## src/hw/rv_config.svh

```systemverilog
`ifndef RV_CONFIG_SVH
`define RV_CONFIG_SVH

// Datapath and register file
`define RV_XLEN         32
`define RV_REG_AW       5

// Memory depths in words, word address widths
`define RV_IMEM_WORDS   256
`define RV_DMEM_WORDS   256
`define RV_IMEM_AW      8
`define RV_DMEM_AW      8

// Major opcodes
`define RV_OP_LOAD      7'b0000011
`define RV_OP_STORE     7'b0100011
`define RV_OP_BRANCH    7'b1100011
`define RV_OP_IMM       7'b0010011
`define RV_OP_REG       7'b0110011
`define RV_OP_LUI       7'b0110111

// ALU operation codes
`define RV_ALU_OP_W     4
`define RV_ALU_ADD      4'd0
`define RV_ALU_SUB      4'd1
`define RV_ALU_AND      4'd2
`define RV_ALU_OR       4'd3
`define RV_ALU_XOR      4'd4
`define RV_ALU_SLT      4'd5
`define RV_ALU_SLL      4'd6
`define RV_ALU_SRL      4'd7
`define RV_ALU_PASSB    4'd8    // Operand b straight through, for LUI

`endif
```

## src/hw/rv_result.sv

```systemverilog
`timescale 1ns/1ps
`include "rv_config.svh"

module rv_result (
    input  logic                  e_valid,
    input  logic [`RV_REG_AW-1:0] e_rd,
    input  logic [`RV_XLEN-1:0]   e_alu_result,
    input  logic                  e_mem_read,
    input  logic                  e_reg_write,
    input  logic [`RV_XLEN-1:0]   e_load_data,
    output logic                  r_write,
    output logic [`RV_REG_AW-1:0] r_rd,
    output logic [`RV_XLEN-1:0]   r_data,
    output logic                  wb_valid,
    output logic [`RV_REG_AW-1:0] wb_rd,
    output logic [`RV_XLEN-1:0]   wb_data
);

    // Register bank write and forwarding source
    assign r_write = e_valid && e_reg_write && (e_rd != '0);
    assign r_rd    = e_rd;
    assign r_data  = e_mem_read ? e_load_data : e_alu_result;

    // Retire trace; loads update the bank but stay off the trace
    assign wb_valid = r_write && !e_mem_read;
    assign wb_rd    = r_rd;
    assign wb_data  = r_data;

endmodule

```

## config.mk

```make
export PLATFORM = sky130hd
export DESIGN_NAME = rv_result
export DESIGN_NICKNAME = d
export VERILOG_FILES = /design/src/hw/rv_result.sv
export VERILOG_INCLUDE_DIRS = /design/src /design/src/hw
export SDC_FILE = /design/constraint.sdc
export NUM_CORES = 1
export LEC_CHECK = 0
export BUFFER_PORTS_ARGS = -buffer_cell sky130_fd_sc_hd__clkbuf_2
export CAP_MARGIN = 20
export CORE_AREA = 3 3 58 60
export DETAILED_ROUTE_END_ITERATION = 7
export DIE_AREA = 0 0 61 63
export PLACE_DENSITY = 0.95
export SLEW_MARGIN = 20
export SYNTH_ARGS = -nofsm -noshare
export SYNTH_HDL_FRONTEND = slang
export SYNTH_SLANG_ARGS = --single-unit
```

## constraint.sdc

```tcl
create_clock -name vclk -period 3.85
set_clock_uncertainty 0.1 [all_clocks]
set_input_delay 0.9625 -clock vclk [all_inputs]
set_output_delay 0.9625 -clock vclk [all_outputs]
set_load 0.005 [all_outputs]
```

# Word-level counts from Yosys, hierarchy flattened
# Index checks and enable logic that the tools add are counted.
[word_totals] register_bits=0 input_bits=72 out_inout_bits=76 elab_cells=6
[op_classes] n_mux=1 reduce_logical=5
[ops] operator="32-bit two-way mux" count=1
[ops] operator="5-bit nonzero test" count=1
[ops] operator="1-bit logical AND" count=3
[ops] operator="1-bit zero test" count=1

# Depth between registers and ports, before layout
# Gate-level depths: netlist (run 1).
[logic_depth] ltp_word=3 depth_mapped=4 mapped_depth_nobuf=2

# Least setup slack after synthesis (run 1)
# No wires, ideal clock.
[synth_path] kind="input to output" startpoint="in e_mem_read" endpoint="out wb_data[10]" arrival_ps=1662 required_ps=2788 path_slack_ps=1126 stages=4 n_path_buf=3 path_cell_list="buf_6 > buf_12 > mux2_4 > buf_4"
[synth_between] elab_chain_cells=1
[synth_rtl] item="from (decl)" line="rv_result.sv:8" text="input logic e_mem_read,"
[synth_rtl] item="32-bit two-way mux" line="rv_result.sv:22" text="assign r_data = e_mem_read ? e_load_data : e_alu_result;"
[synth_rtl] item="to (decl)" line="rv_result.sv:16" text="output logic [`RV_XLEN-1:0] wb_data"
# No other way between the ends.

# Final worst setup path (run 1)
[layout_path] startpoint="in e_mem_read" endpoint="out wb_data[11]"
# The elaborated chain is that of the path after synthesis.

==> results of run 1 <==
cells in the mapped netlist:
library cell               number  share of area, %
sky130_fd_sc_hd__buf_4         42                36
sky130_fd_sc_hd__mux2_4        29                49
sky130_fd_sc_hd__buf_12         3               6.8
sky130_fd_sc_hd__mux2_2         3               3.8
sky130_fd_sc_hd__a211oi_1       1              0.85
sky130_fd_sc_hd__a21oi_1        1              0.57
sky130_fd_sc_hd__buf_6          1               1.3
sky130_fd_sc_hd__inv_1          1              0.43
sky130_fd_sc_hd__nand2_1        1              0.43
sky130_fd_sc_hd__nor4_1         1              0.71
worst paths after layout:
kind,end,slack [ns],depth (start not counted)
worst min-delay path,wb_rd[4],2.03,2
worst max-delay path,wb_data[11],0.73,4
metrics by stage:
step                      instance area, um2  cells
after floorplan                          882     83
after global placement                  1300    219
after detailed placement                1300    219
after CTS                               1300    219
after global routing                    1300    219
final                                   1300    219
where the power goes:
part / switching, mW / internal (mW)
sequential: 0 / 0
clock: 0 / 0
combinational: 0.0614 / 0.103
worst max-delay path, delay by kind of cell:
kind	cells	cell delay [ns]
muxes	1	0.32
buffers and inverters	3	0.77
cells by family after synthesis:
logic type	count (synthesis)
compound gates	2
buf+inv	47
mux	32
simple gates	2
cell type report:
class,instances,area [um2],share of cell area [%]
Inverter,1,3.75,0.289
Multi-Input combinational cell,36,492,37.9
Tap cell,33,41.3,3.18
Timing Repair Buffer,149,761,58.6
routing by layer:
layer  vias to the layer above  track usage, %
met5                         -               0
met4                         0           0.542
met3                         2           0.826
met2                        75            26.1
met1                       403            9.77
li1                        446               -
==> run summary, run 1 <==
## Worst setup path
• output pin — type of destination of the critical path
• sky130_fd_sc_hd__clkbuf_2 — worst-path cell with the longest stage delay
• clkbuf_2 > buf_12 > mux2_4 > clkbuf_2 — critical path cell sequence
• 2.79 ns — endpoint required time on the critical path
• input pin — Critical Path Start Type
• 0.40 ns — maximum single-stage delay on the critical path
• e_mem_read — startpoint of the most critical setup path
• 19 — critical path peak fanout
• sky130_fd_sc_hd__clkbuf_2 — Worst path most repeated cell
• 2.06 ns — worst path arrival time
• in -> out — crit path kind

## Routing
• 259 um — routed length on met3
• 926 — DR vias
• 2 — number of detailed-routing iterations run before antenna repair
• 2500 um — Total Wirelength
• 11.4 um — DR WL/cell
• 762 um — length of routed wiring on met1
• 4.23 — routed via count divided by cell count
• 1460 um — met2 layer wire length in the routed design
• 0 — DRC violations left
• met4 — highest layer used for signal routing
• 6 — count of routing violations after the opening detailed-route iteration
• 0 — DRT antenna net count

## Floorplan
• 20 — number of cell rows
• 148 — I/O pin total
• 0.00298 mm2 — core area
• 61 um — chip width
• 63 um — die height
• 0.00384 mm2 — area of the die
• 29.6% — effective utilization at floorplan

## Synthesis
• 1.13% — Post-Synth Simple-Gate Area
• 10 — synth unique cells
• 882 um2 — post-synthesis instance area
• 0% — sequential cell area fraction in the yosys report
• 53.2% — portion of netlist area occupied by mux cells
• 0% — Post-Synth Adder-Cell Area
• 0% — area share of xor/xnor cells in the synthesized design
• multiplexers — dominant combinational cell family by area after synthesis
• 155 — synthesized net count
• 1.42% — synthesized-area fraction occupied by ao, oa, aoi and oai cells
• 83 — number of instances in the synthesized netlist
• 0 — number of warning messages in the yosys log
• 10.6 um2 — average footprint of a synthesized cell

## Cells and area
• 43.6% — final cell utilization of the core
• sky130_fd_sc_hd__clkbuf_2 — leading cell type in the layout, fill and taps excluded
• 97.3% — proportion of layout cells with a drive suffix above 1
• 0 — Seq Cell Count
• sky130_fd_sc_hd__clkbuf_2, sky130_fd_sc_hd__mux2_4, sky130_fd_sc_hd__mux2_2 — most frequent cells in the layout
• 316 — Fillers
• 0 um2 — storage element area
• 260 — Post-layout nets
• 0 — layout clock buffer count
• 0 — antenna fix cells
• 47.1% — layout overhead on the synthesized area

## Timing
• 0.727 ns — final critical-path setup slack
• 0 — total of endpoints with negative setup slack in the final report
• 0 ns — sum of negative setup slack
• no — unrepaired setup endpoints after global routing
• 66.8% — relative max-transition margin
• 2.03 ns — WHS
• 0.498 ns — actual transition at the worst max-transition pin
• 0.320 GHz — fmax
• 0 — Hold Fails Final Rpt
• 3.12 ns — Final min period
• 81.1% — final worst-path cycle share
• 0 — Final Max Tran Viols

## Pwr
• 0.0481 mV — worst voltage drop across the vdd grid
• 127 mW/mm2 — Cell Pwr Density
• 0.164 mW — Design Power
• 0.886 nW — leakage power

## GRT
• 3570 um — wire length of the first global-routing pass
• 0 — final global-route overflow total
• 11.3% — GRT Overall Usage
• 0 — initial antenna violation count
• 20 — pin count of the biggest net entering global routing
• 841 — number of global-route vias before repair

## Placed design
• 0.656 — final weighted congestion in routability-driven placement
• 148 — port buffer count
• 2380 um — half-perimeter wire length of the detailed placement result
• 0.703 ns — pre-CTS setup slack

## Hold path
• in -> out — Hold Crit Class
• e_rd[4] — worst hold path startpoint

## Run status
• completed — result of the run

## Clock tree
• 0 — buffers inserted during post-CTS setup optimization
• 0 — number of gates resized after CTS
• 0 — number of buffers inserted for hold repair after clock tree synthesis

## Job
• 0 — Max Cap Violations

Note: power is estimated with default switching activity, not from simulation.
==> inputs of run 2 (changes only) <==
Settings changed: CORE_AREA 3 3 58 60 to 3 3 63 65, DIE_AREA 0 0 61 63 to 0 0 66 68, PLACE_DENSITY 0.95 to 0.89.
Clock period 3.85 ns to 2.5 ns, I/O delays scaled along.
==> run 2 against run 1 <==
- power is 54% higher
- hold slack worse by 0.68 ns
- first-iteration DRC count is 17% lower
- count of clock-buffer cells in the layout stayed put
- non-clock buffer count stayed put
- largest power group unchanged
==> run summary, run 2 (same netlist as run 1, synthesis figures left out) <==
## Pwr
• 0.0786 mV — worst voltage drop across the vdd grid
• 193 mW/mm2 — Cell Pwr Density
• 0.886 nW — leakage power

## Floorplan
• 68 um — die height
• 21 — number of cell rows
• 66 um — chip width
• 148 — I/O pin total
• 0.00449 mm2 — area of the die
• 26.0% — effective utilization at floorplan
• 0.00339 mm2 — core area

## Placed design
• 0.638 — final weighted congestion in routability-driven placement
• 148 — port buffer count
• 2380 um — half-perimeter wire length of the detailed placement result
• 0.301 ns — pre-CTS setup slack

## Hold path
• in -> out — Hold Crit Class
• 2 — cell depth of the worst hold path

## Job
• 0 — Max Cap Violations

## GRT
• 790 — number of global-route vias before repair
• 8.48% — GRT Overall Usage
• 34 — pin count of the biggest net entering global routing
• 0 — initial antenna violation count
• 0 — final global-route overflow total
• 3250 um — wire length of the first global-routing pass

## Routing
• 10.7 um — DR WL/cell
• 0 — DRC violations left
• 5 — count of routing violations after the opening detailed-route iteration
• 2490 um — Total Wirelength
• 2 — number of detailed-routing iterations run before antenna repair
• 3.87 — routed via count divided by cell count
• 898 — DR vias
• 0 — DRT antenna net count

## Worst setup path
• 1.77 ns — endpoint required time on the critical path
• 33 — critical path peak fanout
• 1.45 ns — worst path arrival time
• in -> out — crit path kind
• input pin — Critical Path Start Type
• output pin — type of destination of the critical path

## Cells and area
• sky130_fd_sc_hd__clkbuf_2, sky130_fd_sc_hd__mux2_4, sky130_fd_sc_hd__mux2_2 — most frequent cells in the layout
• 0 — layout clock buffer count
• 0 — antenna fix cells
• 260 — Post-layout nets
• 0 um2 — storage element area
• 0 — Seq Cell Count
• 97.3% — proportion of layout cells with a drive suffix above 1
• sky130_fd_sc_hd__clkbuf_2 — leading cell type in the layout, fill and taps excluded
• 48.9% — layout overhead on the synthesized area

## Timing
• 0.459 GHz — fmax
• 0 — total of endpoints with negative setup slack in the final report
• 0.369 ns — actual transition at the worst max-transition pin
• 0 ns — sum of negative setup slack
• 87.1% — final worst-path cycle share
• 2.18 ns — Final min period
• 0 — Final Max Tran Viols
• 0.323 ns — final critical-path setup slack
• 0 — Hold Fails Final Rpt
• no — unrepaired setup endpoints after global routing
• 75.2% — relative max-transition margin

## Clock tree
• 0 — number of gates resized after CTS
• 0 — buffers inserted during post-CTS setup optimization
• 0 — number of buffers inserted for hold repair after clock tree synthesis

## Run status
• completed — result of the run

-- run 2: cell counts in the layout (fill, tap and decap cells not counted) --
No cell type changed its count.
-- run 2: cell type report --
cell class,instances,area [um2]
tap,46,57.6
fill,343,2080
timing repair buffer,149,761
inverter,1,3.75
multi-input combinational,36,492
-- run 2: report_power, final --
| group | switching [mW] | leakage, nW | internal (mW) |
|---|---|---|---|
| Sequential | 0 | 0 | 0 |
| Clock | 0 | 0 | 0 |
| Combinational | 0.0947 | 0.886 | 0.159 |
| Total | 0.0947 | 0.886 | 0.159 |
-- run 2: through the flow --
step | area (um2) | total power [mW] | cells | utilization [%] | hold WS, ns
2_1_floorplan | 882 | 0.183 | 83 | - | 1.23
3_3_place_gp | 1310 | 0.253 | 232 | 38.8 | 1.35
3_5_place_dp | 1310 | 0.258 | 232 | 38.8 | 1.35
4_1_cts | 1310 | 0.259 | 232 | 38.8 | 1.35
5_1_grt | 1310 | 0.279 | 232 | 38.8 | 1.36
6_report | 1310 | 0.254 | 232 | 38.8 | 1.35
-- run 2: layer usage --
metal / track usage [%] / wire length (um)
met2: 18.1 / 1370
met5: 0 / 0
met1: 9.59 / 750
met4: 0 / 0
met3: 0.493 / 362
-- run 2: critical path, cell delays in order --
cell and delay (ns):
sky130_fd_sc_hd__clkbuf_2 0.10, sky130_fd_sc_hd__buf_12 0.23, sky130_fd_sc_hd__mux2_2 0.37, sky130_fd_sc_hd__clkbuf_2 0.12
-- run 2: path summary, 6_finish.rpt --
check / startpoint / end / slack, ns
setup / recovery: e_mem_read / wb_data[29] / 0.32
hold / removal: e_rd[4] / r_rd[4] / 1.35
